[src/include/aes_params.svh]
`ifndef AES_PARAMS_SVH
`define AES_PARAMS_SVH

// ~~~~~~~~~~~~~~~~~~~~~~~~~~~~~~~~~~~~~~~~~~~~~~~~~~~~~~~~~~~~~~~~~~~~~
// AES-128 sizes in bits.
// ~~~~~~~~~~~~~~~~~~~~~~~~~~~~~~~~~~~~~~~~~~~~~~~~~~~~~~~~~~~~~~~~~~~~~
`define KEY_S  128
`define WORD_S 32
`define BYTE_S 8

// Words in the cipher key.
`define NK     4

// Cipher rounds, which also gives NR + 1 round keys.
`define NR     10

`endif

[src/source/aes_pkg.sv]
`default_nettype none
`include "aes_params.svh"

package aes_pkg;

	// Byte 0 of a block sits in bits 127:120 and word 0 in bits 127:96, as in FIPS-197.
	typedef logic [`KEY_S-1:0]  block_t;
	typedef logic [`WORD_S-1:0] word_t;
	typedef logic [`BYTE_S-1:0] byte_t;
	typedef logic [3:0]         round_t;

	// ~~~~~~~~~~~~~~~~~~~~~~~~~~~~~~~~~~~~~~~~~~~~~~~~~~~~~~~~~~~~~~~~~~~~~
	// Forward S-box, entry 0 first.
	// ~~~~~~~~~~~~~~~~~~~~~~~~~~~~~~~~~~~~~~~~~~~~~~~~~~~~~~~~~~~~~~~~~~~~~
	localparam logic [0:255][`BYTE_S-1:0] sbox_table = {
		128'h637c777bf26b6fc53001672bfed7ab76,
		128'hca82c97dfa5947f0add4a2af9ca472c0,
		128'hb7fd9326363ff7cc34a5e5f171d83115,
		128'h04c723c31896059a071280e2eb27b275,
		128'h09832c1a1b6e5aa0523bd6b329e32f84,
		128'h53d100ed20fcb15b6acbbe394a4c58cf,
		128'hd0efaafb434d338545f9027f503c9fa8,
		128'h51a3408f929d38f5bcb6da2110fff3d2,
		128'hcd0c13ec5f974417c4a77e3d645d1973,
		128'h60814fdc222a908846eeb814de5e0bdb,
		128'he0323a0a4906245cc2d3ac629195e479,
		128'he7c8376d8dd54ea96c56f4ea657aae08,
		128'hba78252e1ca6b4c6e8dd741f4bbd8b8a,
		128'h703eb5664803f60e613557b986c11d9e,
		128'he1f8981169d98e949b1e87e9ce5528df,
		128'h8ca1890dbfe6426841992d0fb054bb16
	};

	function automatic byte_t sbox(input byte_t b);
		return sbox_table[b];
	endfunction

	// Round constant used when forming the key of round r.
	function automatic byte_t rcon(input round_t r);
		case (r)
			4'd1:    return 8'h01;
			4'd2:    return 8'h02;
			4'd3:    return 8'h04;
			4'd4:    return 8'h08;
			4'd5:    return 8'h10;
			4'd6:    return 8'h20;
			4'd7:    return 8'h40;
			4'd8:    return 8'h80;
			4'd9:    return 8'h1b;
			4'd10:   return 8'h36;
			default: return 8'h00;
		endcase
	endfunction

	// Byte 0 is the leading byte of the word.
	function automatic byte_t get_byte(input word_t w, input logic [1:0] n);
		return w[`WORD_S-1-`BYTE_S*n -: `BYTE_S];
	endfunction

	function automatic byte_t xtime(input byte_t b);
		return {b[6:0], 1'b0} ^ (b[7] ? 8'h1b : 8'h00); // Reduce by x^8 + x^4 + x^3 + x + 1.
	endfunction

endpackage

`default_nettype wire

[src/source/round_key_if.sv]
`timescale 1ns/1ps
`default_nettype none
`include "aes_params.svh"

interface round_key_if;
	import aes_pkg::*;

	round_t addr;  // Round the key belongs to.
	block_t key;
	logic   w_e;
	logic   done;  // Pulses the cycle after round 10 is written.

	// Key expansion side.
	modport keygen (
		output addr,
		output key,
		output w_e,
		output done
	);

	modport store (
		input addr,
		input key,
		input w_e,
		input done
	);

	modport monitor (input done);
endinterface

`default_nettype wire

[src/source/cmd_decode.sv]
`timescale 1ns/1ps
`default_nettype none
`include "aes_params.svh"

module cmd_decode (
	input wire                  clk,
	input wire                  reset,
	input wire                  load_key,
	input wire                  encrypt,
	input wire aes_pkg::block_t key,
	input wire aes_pkg::block_t plaintext,
	input wire                  out_valid,
	round_key_if.monitor        kif,
	output logic                key_start,
	output aes_pkg::block_t     key_in,
	output logic                start,
	output aes_pkg::block_t     block_in,
	output logic                key_ready,
	output logic                busy
);
	import aes_pkg::*;

	typedef enum logic [1:0] {
		s_idle,
		s_expand,
		s_encrypt
	} state_t;

	state_t state;
	logic   take_load;
	logic   take_enc;

	// An encryption ends in its out_valid cycle, so a new strobe is taken there.
	assign busy = (state == s_expand) || ((state == s_encrypt) && !out_valid);

	assign take_load = load_key && !busy;
	assign take_enc  = encrypt && !load_key && !busy && key_ready; // A load wins a tie.

	always_ff @(posedge clk) begin
		if (reset) begin
			state     <= s_idle;
			key_ready <= 1'b0;
			key_start <= 1'b0;
			start     <= 1'b0;
		end else begin
			key_start <= take_load;
			start     <= take_enc;

			if (take_load) begin
				state     <= s_expand;
				key_ready <= 1'b0;  // Old round keys are about to be overwritten.
			end else if (take_enc) begin
				state <= s_encrypt;
			end else if ((state == s_expand) && kif.done) begin
				state     <= s_idle;
				key_ready <= 1'b1;
			end else if ((state == s_encrypt) && out_valid) begin
				state <= s_idle;
			end
		end
	end

	always_ff @(posedge clk) begin
		if (take_load) begin
			key_in <= key;
		end
		if (take_enc) begin
			block_in <= plaintext;
		end
	end

	assert property (@(posedge clk) disable iff (reset) !(key_start && start))
		else $error("Key expansion and encryption started together.");

	// Expansion finishes only while the decoder waits for it.
	assert property (@(posedge clk) disable iff (reset) kif.done |-> state == s_expand)
		else $error("Key expansion done outside a key load.");

endmodule

`default_nettype wire

[src/flat_wrapper.sv]
// flat-port wrapper written by rule: the top's interface ports become plain ports
module cmd_decode_flat import aes_pkg::*;
  (clk, reset, load_key, encrypt, key, plaintext, out_valid, key_start, key_in, start, block_in, key_ready, busy, kif_done);
  round_key_if kif_i ();
  input wire clk;
  input wire reset;
  input wire load_key;
  input wire encrypt;
  input wire aes_pkg::block_t key;
  input wire aes_pkg::block_t plaintext;
  input wire out_valid;
  output logic key_start;
  output aes_pkg::block_t key_in;
  output logic start;
  output aes_pkg::block_t block_in;
  output logic key_ready;
  output logic busy;
  input wire logic [$bits(kif_i.done)-1:0] kif_done;
  assign kif_i.done = kif_done;
  cmd_decode u_core (.clk(clk), .reset(reset), .load_key(load_key), .encrypt(encrypt), .key(key), .plaintext(plaintext), .out_valid(out_valid), .kif(kif_i), .key_start(key_start), .key_in(key_in), .start(start), .block_in(block_in), .key_ready(key_ready), .busy(busy));
endmodule
[config.mk]
export PLATFORM = sky130hd
export DESIGN_NAME = cmd_decode_flat
export DESIGN_NICKNAME = d
export VERILOG_FILES = /design/src/source/aes_pkg.sv /design/src/source/round_key_if.sv /design/src/source/cmd_decode.sv /design/src/flat_wrapper.sv
export VERILOG_INCLUDE_DIRS = /design/src /design/src/include
export SDC_FILE = /design/constraint.sdc
export NUM_CORES = 1
export LEC_CHECK = 0
export ABC_AREA = 0
export BUFFER_PORTS_ARGS = -buffer_cell sky130_fd_sc_hd__buf_2
export CORE_AREA = 2 2 201 203
export DETAILED_ROUTE_END_ITERATION = 8
export DIE_AREA = 0 0 203 205
export PLACE_DENSITY_LB_ADDON = 0.25
export SETUP_SLACK_MARGIN = 0.15
export SLEW_MARGIN = 10
export SYNTH_ARGS = -nofsm -noshare
export SYNTH_HDL_FRONTEND = slang
export SYNTH_SLANG_ARGS = --single-unit
[constraint.sdc]
create_clock -name clk -period 9 [get_ports clk]
set_input_delay 1.35 -clock clk [delete_from_list [all_inputs] [get_ports clk]]
set_output_delay 1.35 -clock clk [all_outputs]
set_load 0.03 [all_outputs]
==> implementation parameters <==
Parameter                              Value

Critical path
  Crit path required time ... approximately 7.7 ns
  Critical Path Sink Type ... output pin
  Setup crit start kind ... input pin
  Critical-path maximum fanout ... 3
  Kind of critical path ... in2out
  Arr. time, crit path ... between 2 and 2.5 ns

Timing
  Total Neg Setup Slack ... 0 ns
  Final Slew Violations ... 0
  Unrepaired setup endpoints after global routing ... false
  Worst clock skew ... between 0.01 and 0.015 ns
  Slew of the pin with the lowest slew margin ... around 1.0 ns
  Worst-case headroom to the max-slew limit ... approximately 33%
  Number of hold violations in the final report ... 0
  Highest achievable clock rate ... about 280 MHz
  Final Critical Period ... about 3.6 ns
  Final WS setup ... 5.45 ns
  Setup violators final ... 0
  Final clock period utilization by the worst path ... around two fifths

Placement
  Worst-case setup slack after placement ... 5.21 ns
  Final HPWL DP ... 17,700 um
  Number of buffers inserted by port buffering ... ~520
  Final weighted congestion in routability-driven placement ... between 0.7 and 0.8

Global route
  Total grt overflow ... 0
  Antenna violations before repair ... 9
  Largest net degree at the start of global routing ... between 70 and 80
  GRT Resource Usage Total ... roughly 10%
  Wire length of the first global-routing pass ... 31,400 um
  Via count of the first global-routing pass ... around 5,100

Yosys
  Library cell occupying the most area in the post-synthesis netlist ... sky130_fd_sc_hd__edfxtp_1
  Avg Synthesized Cell Area ... 28.3 sq um
  Synth Flop Type ... sky130_fd_sc_hd__edfxtp_1
  Leading cell type by number of instances after synthesis ... sky130_fd_sc_hd__edfxtp_1
  Count of flip-flops with a built-in enable after synthesis ... roughly 260
  Synth Register Bits ... ~260
  Number of warnings reported in the yosys synthesis log ... 0
  Commonest cells post-synth ... 256 x sky130_fd_sc_hd__edfxtp_1, 5 x sky130_fd_sc_hd__dfxtp_1, 3 x sky130_fd_sc_hd__nor2_1
  Sequential fraction of the synthesis area ... 98.5%
  Post-synth top area share ... between 90% and 100%
  Netlist area before placement ... 7900 sq um
  Syn Nets ... approximately 540
  Cells taking the most area after synthesis ... sky130_fd_sc_hd__edfxtp_1 97%, sky130_fd_sc_hd__dfxtp_1 1.3%, sky130_fd_sc_hd__nand3b_1 0.19%
  Async set-or-reset flop fraction in the synthesized netlist ... 0%
  Number of distinct library cells after synthesis ... 16
  Gate count of the mapped netlist ... around 280

Die
  Initial Utilization ... 20.1%
  Die boundary height ... between 200 and 250 um
  Chip width ... 203 um
  Number of core rows ... 73
  Top-level I/O count ... roughly 520
  DIE AREA ... 41,600 sq um
  Core region area ... slightly below 40,000 sq um

Clock network
  Clock latency on the worst-skew pair ... between 0.5 and 0.6 ns
  Clock tree root driver cell ... sky130_fd_sc_hd__clkbuf_16
  Clock tree from TritonCTS ... done
  Clock buffers created by TritonCTS ... 29
  Post-CTS setup buffers ... 0
  Buffers from clock root to sink, at most ... 3
  Clk pin slew, worst setup/hold paths ... ~0.060 ns
  Post_cts resized ... 0
  Total clock sinks ... 261
  Hold Buf Count CTS ... 0
  H-tree depth reported by CTS ... 1

Detailed routing
  First-iteration detailed-routing DRC count ... 170
  Antenna-violating nets left ... 0
  Average wire per standard cell ... 16.7 um
  Via/cell ratio ... roughly 3.5
  First-pass iteration count of the detailed router ... 4
  Final WL ... around 23,000 um
  Number of DRC violations after detailed routing ... 0
  Vias ... around 4,900

Cells and area
  Synthesis-to-finish area growth ... 54.2%
  Final core occ ... about 31%
  NumNets Final ... between 1,000 and 1,500
  Fraction of layout cells with a size suffix above 1 ... 66.9%

Job
  Number of violations of the max-capacitance limit ... 0

Run status
  Outcome ... completed

Power
  Peak supply drop ... 0.144 mV
  Power density normalized to cell area ... approximately 230 nW/um^2
  Leak pwr ... about 5 nW

Hold path
  Classification of the worst-slack hold path ... reg2reg
-- registers in the layout (all words and copies together), names as in the netlist --
signal and count:
u_core.block_in 128, u_core.key_in 128, u_core.key_ready 1, u_core.key_start 1, u_core.start 1, u_core.state 2
-- cells by family after synthesis --
logic type,count (synthesis),share of synthesized area [%]
flops,261,98.5
simple gates,12,0.997
compound gates,4,0.364
buf+inv,2,0.0949
-- where the power goes --
group	switching, mW	internal (mW)	total, mW
Sequential	0.0102	1.39	1.40
Clock	0.478	0.734	1.21
Combinational	0.134	0.0657	0.199
Total	0.622	2.19	2.81
-- critical path: stages --
cell	delay, ns
sky130_fd_sc_hd__buf_2	0.10
sky130_fd_sc_hd__or3b_4	0.38
sky130_fd_sc_hd__nand2_1	0.15
sky130_fd_sc_hd__buf_2	0.22
-- per-layer routing --
| layer | part of all wire [%] | GRT usage [%] |
|---|---|---|
| met5 | 0.30 | 0 |
| met4 | 3.8 | 4.22 |
| met3 | 13 | 5.74 |
| met2 | 48 | 17.5 |
| met1 | 34 | 10.4 |
-- stage by stage --
stage               power (mW)  hold slack [ns]  cells  instance area (sq um)
floorplan                 1.52            0.513    279                   7900
global placement          1.62            0.535   1328                  11200
detailed placement        1.62            0.531   1328                  11200
CTS                       2.86            0.550   1381                  12200
global route              2.91            0.567   1381                  12200
finish                    2.81            0.545   1385                  12200
-- cell usage in the layout (no fill, tap or decap), drive strengths merged --
cell | synthesis | routed
buf | 0 | 524
edfxtp | 256 | 256
clkbuf | 0 | 34
clkinv | 0 | 12
bufinv | 0 | 5
dfxtp | 5 | 5
diode | 0 | 4
nor2 | 3 | 3
inv | 2 | 3
nand2b | 2 | 2
nand3b | 2 | 2
nor3 | 2 | 2
or3b | 1 | 1
nand3 | 1 | 1
nand2 | 1 | 1
o211a | 1 | 1
o211ai | 1 | 1
a21oi | 1 | 1
a31oi | 1 | 1
clkinvlp | 0 | 1
-- area by class of cell --
class,count,area (sq um)
Fill cell,3941,27200
Clock buffer,34,744
Inverter,2,10.0
Tap cell,525,657
Timing Repair Buffer,524,2630
Sequential cell,261,7790
Clock inverter,19,231
Multi-Input combinational cell,16,115
Antenna cell,4,10.0
-- worst paths after layout --
| kind | start | end | slack, ns | cells past startpoint |
|---|---|---|---|---|
| hold / removal | u_core.key_ready$_SDFFE_PP0P_ | u_core.key_ready$_SDFFE_PP0P_ | 0.54 | 2 |
| setup / recovery | out_valid | busy | 5.45 | 4 |
| hold reg to reg | u_core.key_ready$_SDFFE_PP0P_ | u_core.key_ready$_SDFFE_PP0P_ | 0.54 | 2 |
| setup reg to reg | u_core.state[0]$_SDFFE_PP0P_ | u_core.block_in[8]$_DFFE_PP_ | 6.26 | 5 |
Power figures use the tool's default switching activity.
