[config.mk]
export PLATFORM = sky130hd
export DESIGN_NAME = key_store_flat
export DESIGN_NICKNAME = d
export VERILOG_FILES = /design/src/source/aes_pkg.sv /design/src/source/round_key_if.sv /design/src/source/key_store.sv /design/src/flat_wrapper.sv
export VERILOG_INCLUDE_DIRS = /design/src /design/src/include
export SDC_FILE = /design/constraint.sdc
export NUM_CORES = 1
export LEC_CHECK = 0
export CAP_MARGIN = 10
export CORE_ASPECT_RATIO = 0.8
export CORE_MARGIN = 2
export CORE_UTILIZATION = 50
export CTS_CLUSTER_DIAMETER = 40
export DETAILED_ROUTE_END_ITERATION = 7
export DONT_BUFFER_PORTS = 1
export MAX_ROUTING_LAYER = met4
export PLACE_DENSITY = 0.68
export SYNTH_ARGS = -nofsm -noshare
export SYNTH_HDL_FRONTEND = slang
export SYNTH_SLANG_ARGS = --single-unit
[constraint.sdc]
create_clock -name clk -period 12.5 [get_ports clk]
set_clock_uncertainty 0.05 [all_clocks]
set_input_delay 2.5 -clock clk [delete_from_list [all_inputs] [get_ports clk]]
set_output_delay 2.5 -clock clk [all_outputs]
set_load 0.01 [all_outputs]
[src/include/aes_params.svh]
`ifndef AES_PARAMS_SVH
`define AES_PARAMS_SVH

// ~~~~~~~~~~~~~~~~~~~~~~~~~~~~~~~~~~~~~~~~~~~~~~~~~~~~~~~~~~~~~~~~~~~~~
// AES-128 sizes in bits.
// ~~~~~~~~~~~~~~~~~~~~~~~~~~~~~~~~~~~~~~~~~~~~~~~~~~~~~~~~~~~~~~~~~~~~~
`define KEY_S  128
`define WORD_S 32
`define BYTE_S 8

// Words in the cipher key.
`define NK     4

// Cipher rounds, which also gives NR + 1 round keys.
`define NR     10

`endif

[src/source/aes_pkg.sv]
`default_nettype none
`include "aes_params.svh"

package aes_pkg;

	// Byte 0 of a block sits in bits 127:120 and word 0 in bits 127:96, as in FIPS-197.
	typedef logic [`KEY_S-1:0]  block_t;
	typedef logic [`WORD_S-1:0] word_t;
	typedef logic [`BYTE_S-1:0] byte_t;
	typedef logic [3:0]         round_t;

	// ~~~~~~~~~~~~~~~~~~~~~~~~~~~~~~~~~~~~~~~~~~~~~~~~~~~~~~~~~~~~~~~~~~~~~
	// Forward S-box, entry 0 first.
	// ~~~~~~~~~~~~~~~~~~~~~~~~~~~~~~~~~~~~~~~~~~~~~~~~~~~~~~~~~~~~~~~~~~~~~
	localparam logic [0:255][`BYTE_S-1:0] sbox_table = {
		128'h637c777bf26b6fc53001672bfed7ab76,
		128'hca82c97dfa5947f0add4a2af9ca472c0,
		128'hb7fd9326363ff7cc34a5e5f171d83115,
		128'h04c723c31896059a071280e2eb27b275,
		128'h09832c1a1b6e5aa0523bd6b329e32f84,
		128'h53d100ed20fcb15b6acbbe394a4c58cf,
		128'hd0efaafb434d338545f9027f503c9fa8,
		128'h51a3408f929d38f5bcb6da2110fff3d2,
		128'hcd0c13ec5f974417c4a77e3d645d1973,
		128'h60814fdc222a908846eeb814de5e0bdb,
		128'he0323a0a4906245cc2d3ac629195e479,
		128'he7c8376d8dd54ea96c56f4ea657aae08,
		128'hba78252e1ca6b4c6e8dd741f4bbd8b8a,
		128'h703eb5664803f60e613557b986c11d9e,
		128'he1f8981169d98e949b1e87e9ce5528df,
		128'h8ca1890dbfe6426841992d0fb054bb16
	};

	function automatic byte_t sbox(input byte_t b);
		return sbox_table[b];
	endfunction

	// Round constant used when forming the key of round r.
	function automatic byte_t rcon(input round_t r);
		case (r)
			4'd1:    return 8'h01;
			4'd2:    return 8'h02;
			4'd3:    return 8'h04;
			4'd4:    return 8'h08;
			4'd5:    return 8'h10;
			4'd6:    return 8'h20;
			4'd7:    return 8'h40;
			4'd8:    return 8'h80;
			4'd9:    return 8'h1b;
			4'd10:   return 8'h36;
			default: return 8'h00;
		endcase
	endfunction

	// Byte 0 is the leading byte of the word.
	function automatic byte_t get_byte(input word_t w, input logic [1:0] n);
		return w[`WORD_S-1-`BYTE_S*n -: `BYTE_S];
	endfunction

	function automatic byte_t xtime(input byte_t b);
		return {b[6:0], 1'b0} ^ (b[7] ? 8'h1b : 8'h00); // Reduce by x^8 + x^4 + x^3 + x + 1.
	endfunction

endpackage

`default_nettype wire

[src/source/round_key_if.sv]
`timescale 1ns/1ps
`default_nettype none
`include "aes_params.svh"

interface round_key_if;
	import aes_pkg::*;

	round_t addr;  // Round the key belongs to.
	block_t key;
	logic   w_e;
	logic   done;  // Pulses the cycle after round 10 is written.

	// Key expansion side.
	modport keygen (
		output addr,
		output key,
		output w_e,
		output done
	);

	modport store (
		input addr,
		input key,
		input w_e,
		input done
	);

	modport monitor (input done);
endinterface

`default_nettype wire

[src/source/key_store.sv]
`timescale 1ns/1ps
`default_nettype none
`include "aes_params.svh"

module key_store (
	input wire                  clk,
	round_key_if.store          kif,
	input wire aes_pkg::round_t rd_addr,
	output aes_pkg::block_t     rd_key
);
	import aes_pkg::*;

	// One entry per round, 0 to NR.
	block_t keys [0:`NR];

	always_ff @(posedge clk) begin
		if (kif.w_e) begin
			keys[kif.addr] <= kif.key;
		end
	end

	assign rd_key = keys[rd_addr];  // Read is combinational for the round engine.

endmodule

`default_nettype wire

[src/flat_wrapper.sv]
// flat-port wrapper written by rule: the top's interface ports become plain ports
module key_store_flat import aes_pkg::*;
  (clk, rd_addr, rd_key, kif_addr, kif_key, kif_w_e, kif_done);
  round_key_if kif_i ();
  input wire clk;
  input wire aes_pkg::round_t rd_addr;
  output aes_pkg::block_t rd_key;
  input wire logic [$bits(kif_i.addr)-1:0] kif_addr;
  input wire logic [$bits(kif_i.key)-1:0] kif_key;
  input wire logic [$bits(kif_i.w_e)-1:0] kif_w_e;
  input wire logic [$bits(kif_i.done)-1:0] kif_done;
  assign kif_i.addr = kif_addr;
  assign kif_i.key = kif_key;
  assign kif_i.w_e = kif_w_e;
  assign kif_i.done = kif_done;
  key_store u_core (.clk(clk), .kif(kif_i), .rd_addr(rd_addr), .rd_key(rd_key));
endmodule
==> results.json, run 1 <==
{
  "timing.final.crit_share": 0.6199,
  "drv_cap": 0,
  "synth.distinct_cells": 20,
  "vdd.ir_drop.worst_mv": 0.1438,
  "die_area_um2": 112500,
  "cts_tree": "built",
  "grt_util_all_layers": 0.2208,
  "worstHoldStart": "kif_key[18]",
  "setup_viol": 0,
  "synth_top_cell_by_area": "edfxtp_1",
  "failed_checks": "slew limit",
  "setup_tns_ns": 0,
  "vias_per_cell": 6.046,
  "synth_top_family_by_area": "multiplexers",
  "largest_register": "u_core.keys",
  "max_freq_ghz": 0.1291,
  "ctsResizeCount": 0,
  "synth_xor_area_frac": 0,
  "dp_slack_ns": 4.734,
  "cts_buffer_depth": 3,
  "ys_warn_count": 0,
  "ios": 267,
  "power_density_nw_per_um2": 167.2,
  "utilization": 0.5649,
  "final.min_clock_period_ns": 7.749,
  "hold_depth": 0,
  "die_y_um": 300.4,
  "synth_area_um2": 54920,
  "grt_pass1_wl_um": 177800,
  "tightest_slew_ns": 1.795,
  "drc": 0,
  "end_kind": "output port",
  "firstDrtPassIters": 5,
  "critPathKind": "in -> out",
  "initial_core_util": 0.5055,
  "grt_max_degree": 641,
  "path_max_fanout": 260,
  "wl_per_cell_um": 27.30,
  "reg_top3": "u_core.keys x1408",
  "synth-simple-area-share": 0.01650,
  "slew_violations": 158,
  "grt_pass1_vias": 27455,
  "gp_congestion": 0.7341,
  "vias": 26943,
  "slew_headroom": -0.1970,
  "rsz0062_at_grt": "false",
  "crit_required_ns": 9.95,
  "fp.dieW_um": 374.5,
  "largest_reg_flops": 1408,
  "nFillCells": 7893,
  "cts_root_buf": "clkbuf_16",
  "worst_slack_ns": 4.751,
  "syn-mean-instance-area_um2": 18.98,
  "clock-sinks": 1408,
  "antenna_found_initial": 0,
  "syn_nets": 3032,
  "area_growth_pct": 11.77,
  "synthMuxAreaShare": 0.1254,
  "status": "finished, violations left",
  "synthCells": 2893,
  "leakage_nw": 19.86,
  "clk_pin_slew_ns": 0.06,
  "hp-class": "in -> reg",
  "postCtsSetupBuffers": 0,
  "synth_fa_ha_area_frac": 0,
  "hold_end": "u_core.keys[0][18]",
  "routed_wl_um": 121700,
  "layout-drive-gt1-share": 0.2221,
  "ctsHoldBuffers": 0,
  "ant_nets": 0,
  "cts_inserted_buffers": 151,
  "ys_top_cells_by_area": "edfxtp_1 77%, mux2_2 7.9%, mux2i_1 4.7%",
  "h-tree-depth": 4,
  "synth-compound-area-share": 0.06999,
  "drt-initial-drc-count": 2206,
  "grt_remaining_overflow": 0,
  "arrival_ns": 5.20,
  "start_kind": "input port",
  "portBuffers": 0,
  "coreArea_um2": 108600,
  "synth-seq-cells": 1408,
  "synth_top_area_share": 0.7699,
  "hold_violations": 0,
  "dp_hpwl_um": 56390,
  "rows": 108,
  "num-nets-final": 3041,
  "seq_area_frac_synth": 0.7699
}
cell type report:
| cell class | count | area, um2 | share of cell area |
|---|---|---|---|
| repair buffers | 40 | 325.3 | 0.005300 |
| well taps | 1430 | 1789 | 0.02915 |
| multi-input cells | 1301 | 11740 | 0.1913 |
| clock inverters | 97 | 1355 | 0.02208 |
| flip-flops and latches | 1408 | 42280 | 0.6889 |
| diodes | 1 | 2.502 | 0.00004077 |
| clock buffers | 179 | 3884 | 0.06328 |
cells in the final DEF, fill, tap and decap left out, drive strengths merged:
master,instances
a22o,128
buf,40
bufinv,21
clkbuf,179
clkinv,50
clkinvlp,11
diode,1
edfxtp,1408
inv,15
mux2,384
mux2i,256
nand2,2
nand2b,131
nand3b,2
nor2,9
nor2b,1
nor3,3
o211ai,128
o22ai,128
o31ai,128
or3b,1
critical path, stage by stage:
cell and delay [ns]:
nand2b_4 0.68, buf_4 0.89, o22ai_1 0.20, o31ai_1 0.75
power by group:
group          internal, W  switching [W]  total [W]
Clock              0.00271        0.00187    0.00458
Sequential         0.00530      0.0000204    0.00532
Combinational     0.000162       0.000203   0.000364
synthesized netlist by cell type:
| master | instances |
|---|---|
| clkbuf_1 | 94 |
| nand2b_1 | 131 |
| buf_4 | 34 |
| mux2_2 | 384 |
| or3b_2 | 1 |
| buf_1 | 3 |
| o31ai_1 | 128 |
| buf_2 | 34 |
| nor3_1 | 3 |
| o211ai_1 | 128 |
| nor2b_1 | 1 |
| o22ai_1 | 128 |
| a22o_1 | 128 |
| mux2i_1 | 256 |
| buf_6 | 18 |
| nand3b_1 | 2 |
| nand2_1 | 2 |
| edfxtp_1 | 1408 |
| clkbuf_4 | 1 |
| nor2_1 | 9 |
cell families (layout without fill, tap and decap cells):
kind of cell / Yosys count / in the layout
AO/OA/AOI/OAI: 512 / 512
buffers and inverters: 184 / 316
flip-flops: 1408 / 1408
multiplexers: 640 / 640
other: 0 / 1
AND/OR/NAND/NOR: 149 / 149
worst max path at each step:
stage                     start           endpoint  slack [ns]  cells after the start
floorplan           kif_addr[3]  u_core.keys[0][0]        0.02                      2
global placement     rd_addr[1]         rd_key[87]        4.69                      4
detailed placement   rd_addr[1]         rd_key[87]        4.73                      4
CTS                  rd_addr[1]         rd_key[87]        4.72                      4
global route         rd_addr[1]         rd_key[87]        4.71                      4
finish               rd_addr[1]         rd_key[87]        4.75                      4
through the flow:
stage	total power, W	instance area [um2]	hold WS (ns)	cells
after floorplan	0.005750	54920	2.549	2893
after global placement	0.005766	56140	2.549	4179
after detailed placement	0.005778	56140	2.549	4179
after CTS	0.01036	61380	1.674	4455
after global routing	0.01057	61380	1.698	4455
final	0.01026	61380	1.753	4456
per-layer routing:
layer  vias to the layer above  part of all wire  global-route usage
li1                      11808                 -                   -
met5                         -                 0                   -
met2                       812              0.48              0.3491
met1                     14124              0.42              0.2834
met4                         0             0.022             0.06759
met3                       199             0.070             0.05563
Power figures use the tool's default switching activity.
==> inputs of run 2 (changes only) <==
PLACE_DENSITY = default   (was 0.68)
clock period = 7.8 ns   (was 12.5 ns; I/O delays follow)
==> run 2 against run 1 <==
- non-clock buffer count decreased by 2
- clock power increased by 60%
- final cell count increased by 0.20%
- the run now ends clean
- total power grew 61%
- sequential share of layout area down 0.24 points
- combinational power is 77% higher
==> results.json, run 2 (synthesized netlist as in run 1, its figures left out) <==
{
  "status": "finished, final reports clean",
  "vias_per_cell": 5.994,
  "final_cell_area_um2": 61600,
  "ctsResizeCount": 0,
  "firstDrtPassIters": 5,
  "critPathKind": "in -> out",
  "drt-initial-drc-count": 2005,
  "slew_headroom": 0.2573,
  "ant_nets": 0,
  "initial_core_util": 0.5055,
  "die_y_um": 300.4,
  "grt_pass1_wl_um": 179300,
  "worstSetupStartpoint": "rd_addr[0]",
  "grt_util_all_layers": 0.2255,
  "dp_hpwl_um": 55850,
  "cts_root_buf": "clkbuf_16",
  "drc": 0,
  "worstPathBufferInverterCount": 2,
  "setup.worst_path.end": "rd_key[105]",
  "setup_viol": 0,
  "ios": 267,
  "reg_top3": "u_core.keys x1408",
  "area_growth_pct": 12.16,
  "clock-sinks": 1408,
  "cp_num_cells": 5,
  "hp-class": "in -> reg",
  "n_antenna_cell": 0,
  "fp.dieW_um": 374.5,
  "rows": 108,
  "layout_common_cells": "1408 x edfxtp_1, 384 x mux2_2, 256 x mux2i_1",
  "rsz0062_at_grt": "false",
  "clk_pin_slew_ns": 0.06,
  "slew_violations": 0,
  "leakage_nw": 19.93,
  "largest_reg_flops": 1408,
  "drv_cap": 0,
  "grt_max_degree": 641,
  "cts_tree": "built",
  "slowest_delay_ns": 0.87,
  "tightest_slew_ns": 1.114,
  "crit_family": "buffers and inverters",
  "cts_inserted_buffers": 157,
  "ctsHoldBuffers": 0,
  "largest_register": "u_core.keys",
  "final_cell_count_no_fill": 4465,
  "routed_wl_um": 123900,
  "wl_per_cell_um": 27.75,
  "power_density_nw_per_um2": 267.8,
  "grt_remaining_overflow": 0,
  "cts_buffer_depth": 3,
  "layout-drive-gt1-share": 0.2224,
  "crit_required_ns": 6.19,
  "final.min_clock_period_ns": 6.332,
  "coreArea_um2": 108600,
  "cpMostUsedCell": "buf_16",
  "grt_pass1_vias": 26881,
  "hold_violations": 0,
  "hold_depth": 0,
  "vias": 26761,
  "postCtsSetupBuffers": 0,
  "max_freq_ghz": 0.1579,
  "utilization": 0.5670,
  "dp.cells": 4174,
  "portBuffers": 0,
  "end_kind": "output port",
  "timing.final.crit_share": 0.8117,
  "path_max_fanout": 184,
  "num-nets-final": 3045,
  "start_kind": "input port",
  "die_area_um2": 112500,
  "final_common_cell": "edfxtp_1",
  "gp_congestion": 0.7181,
  "path_cells": "buf_16, buf_16, mux2i_1, a22o_1, o31ai_1",
  "arrival_ns": 4.72,
  "h-tree-depth": 4,
  "antenna_found_initial": 1,
  "crit_slowest_cell": "o31ai_1",
  "place_area_um2": 56290,
  "vdd.ir_drop.worst_mv": 0.2099,
  "power_w": 0.01650
}
==> run 2: cell types whose count changed in the layout (fill, tap and decap cells not counted), sizes merged <==
cell,change
clkbuf,+9
clkinv,+3
buf,-2
bufinv,-4
clkinvlp,+4
diode,-1
==> run 2: through the flow <==
| stage | hold slack [ns] | TNS (ns) | worst slack (ns) |
|---|---|---|---|
| after floorplan | 1.609 | -112.86 | -0.2990 |
| after global placement | 1.609 | 0 | 2.470 |
| after detailed placement | 1.609 | 0 | 2.449 |
| after CTS | 0.7604 | 0 | 2.447 |
| after global routing | 0.7864 | 0 | 1.471 |
| final | 0.8275 | 0 | 1.468 |
==> run 2: report_power, final <==
part	switching, W	total, W	internal, W
Combinational	0.000384	0.000645	0.000261
Sequential	0.0000320	0.00852	0.00849
Clock	0.00292	0.00733	0.00441
Total	0.00334	0.0165	0.0132
==> run 2: how the worst min path moves through the flow <==
stage | start | endpoint | slack (ns)
finish | kif_key[31] | u_core.keys[10][31] | 0.83
global route | kif_key[74] | u_core.keys[10][74] | 0.79
CTS | kif_key[95] | u_core.keys[7][95] | 0.76
detailed placement | kif_key[43] | u_core.keys[8][43] | 1.61
global placement | kif_key[83] | u_core.keys[0][83] | 1.61
floorplan | kif_key[0] | u_core.keys[0][0] | 1.61
==> run 2: final cells by class <==
| cell class | instances | area, um2 |
|---|---|---|
| fill | 8076 | 47050 |
| sequential | 1408 | 42280 |
| multi-input combinational | 1301 | 11760 |
| clock buffer | 188 | 4173 |
| tap | 1430 | 1789 |
| clock inverter | 100 | 1049 |
| timing repair buffer | 38 | 545.5 |
==> run 2: layer usage <==
metal  track usage  up-vias  wire length (um)
met5             -        -                 0
met4       0.05876        0              2173
met3       0.05586      175              7985
met2        0.3598      693             60550
met1        0.2915    14050             53190
li1              -    11843                 -
==> inputs of run 3 (changes only) <==
PLACE_DENSITY = 0.68   (was default)
clock period = 5.7 ns   (was 7.8 ns; I/O delays follow)
==> run 3 against run 2 <==
- clock-buffer cell count decreased by 14
- worst setup slack got worse by 1.0 ns
- sequential power increased by 37%
- non-clock buffer count increased by 14
- highest routed layer unchanged
- combinational power increased by 43%
- final cell count increased by 0.13%
- via count increased by 1.4%
- total power increased by 38%
- critical path depth increased by 1
- largest cell class unchanged
==> results.json, run 3 (synthesized netlist as in run 1, its figures left out) <==
{
  "status": "finished, final reports clean",
  "routed_wl_um": 123800,
  "start_kind": "input port",
  "cts_inserted_buffers": 156,
  "gp_congestion": 0.7174,
  "crit_required_ns": 4.51,
  "hold_violations": 0,
  "coreArea_um2": 108600,
  "path_max_fanout": 169,
  "setup_tns_ns": 0,
  "rows": 108,
  "n_antenna_cell": 0,
  "use_met1": 0.2858,
  "dp_slack_ns": 1.482,
  "layout-drive-gt1-share": 0.2276,
  "cts_buffer_depth": 3,
  "power_density_nw_per_um2": 366.4,
  "clock-sinks": 1408,
  "die_area_um2": 112500,
  "hp-class": "in -> reg",
  "num-nets-final": 3058,
  "largest_reg_flops": 1408,
  "rsz0062_at_grt": "false",
  "clk_pin_slew_ns": 0.06,
  "tightest_slew_ns": 1.245,
  "firstDrtPassIters": 5,
  "slew_violations": 0,
  "reg_top3": "u_core.keys x1408",
  "drt-initial-drc-count": 2247,
  "busiest_layer": "met2",
  "ctsHoldBuffers": 0,
  "grt_remaining_overflow": 0,
  "utilization": 0.5700,
  "cts_root_buf": "clkbuf_16",
  "layout_common_cells": "1408 x edfxtp_1, 384 x mux2_2, 256 x mux2i_1",
  "setup_viol": 0,
  "drv_cap": 0,
  "dp_hpwl_um": 56490,
  "timing.final.crit_share": 0.9260,
  "drc": 0,
  "ios": 267,
  "grt_max_degree": 641,
  "end_kind": "output port",
  "postCtsSetupBuffers": 0,
  "wl_per_cell_um": 27.69,
  "ant_nets": 0,
  "die_y_um": 300.4,
  "arrival_ns": 4.09,
  "worst_slack_ns": 0.4219,
  "largest_register": "u_core.keys",
  "vdd.ir_drop.worst_mv": 0.2821,
  "portBuffers": 0,
  "final_common_cell": "edfxtp_1",
  "initial_core_util": 0.5055,
  "grt_pass1_vias": 27753,
  "antenna_found_initial": 1,
  "vias": 27137,
  "grt_pass1_wl_um": 178600,
  "max_freq_ghz": 0.1895,
  "final.min_clock_period_ns": 5.278,
  "area_growth_pct": 12.77,
  "critPathKind": "in -> out",
  "h-tree-depth": 4,
  "grtUsageMet3": 0.06408,
  "leakage_nw": 20.06,
  "vias_per_cell": 6.070,
  "grt_util_all_layers": 0.2239,
  "grtUsageMet2": 0.3498,
  "fp.dieW_um": 374.5,
  "slew_headroom": 0.1631,
  "cts_tree": "built"
}
run 3: cell count changes in the layout (fill, tap and decap cells not counted), sizes merged:
cell,previous run,this run
bufinv,17,21
clkinv,53,49
buf,38,50
inv,15,21
clkbuf,188,176
run 3: through the flow:
step / cells / hold WS (ns) / instance area [um2] / total power (W)
4_1_cts: 4465 / 0.3391 / 61760 / 0.02278
3_5_place_dp: 4185 / 1.189 / 56500 / 0.01269
3_3_place_gp: 4185 / 1.189 / 56500 / 0.01266
2_1_floorplan: 2893 / 1.189 / 54950 / 0.01260
5_1_grt: 4471 / 0.3525 / 61930 / 0.02339
6_report: 4471 / 0.4107 / 61930 / 0.02269
run 3: layout make-up:
type / instances / area (um2)
Clock buffer: 174 / 3971
Clock inverter: 106 / 1286
Fill cell: 7880 / 46720
Multi-Input combinational cell: 1301 / 11770
Sequential cell: 1408 / 42280
Tap cell: 1430 / 1789
Timing Repair Buffer: 52 / 830.8
run 3: path summary, 6_finish.rpt:
check / startpoint / to / slack [ns] / cells past startpoint
worst max-delay path: rd_addr[0] / rd_key[106] / 0.42 / 6
worst min-delay path: kif_key[68] / u_core.keys[9][68] / 0.41 / 0
run 3: critical path: stages:
cell     delay (ns)
buf_16         0.53
buf_16         0.43
buf_16         0.44
mux2i_1        0.14
a22o_1         0.26
o31ai_1        0.77
run 3: metal layers:
metal,vias to the layer above,part of all wire
met5,-,0
met4,0,0.021
met3,194,0.078
met2,902,0.48
met1,14191,0.42
li1,11850,-
run 3: timing repair:
| action | in CTS | in global routing |
|---|---|---|
| endpoints found under the hold margin | 0 | 0 |
| setup endpoints to repair | 0 | 32 |
| resized for setup | 0 | 2 |
run 3: power breakdown:
group,switching (W),total (W),internal [W]
combinational,0.000555,0.000925,0.000370
sequential,0.0000452,0.0117,0.0116
clock,0.00406,0.0101,0.00604
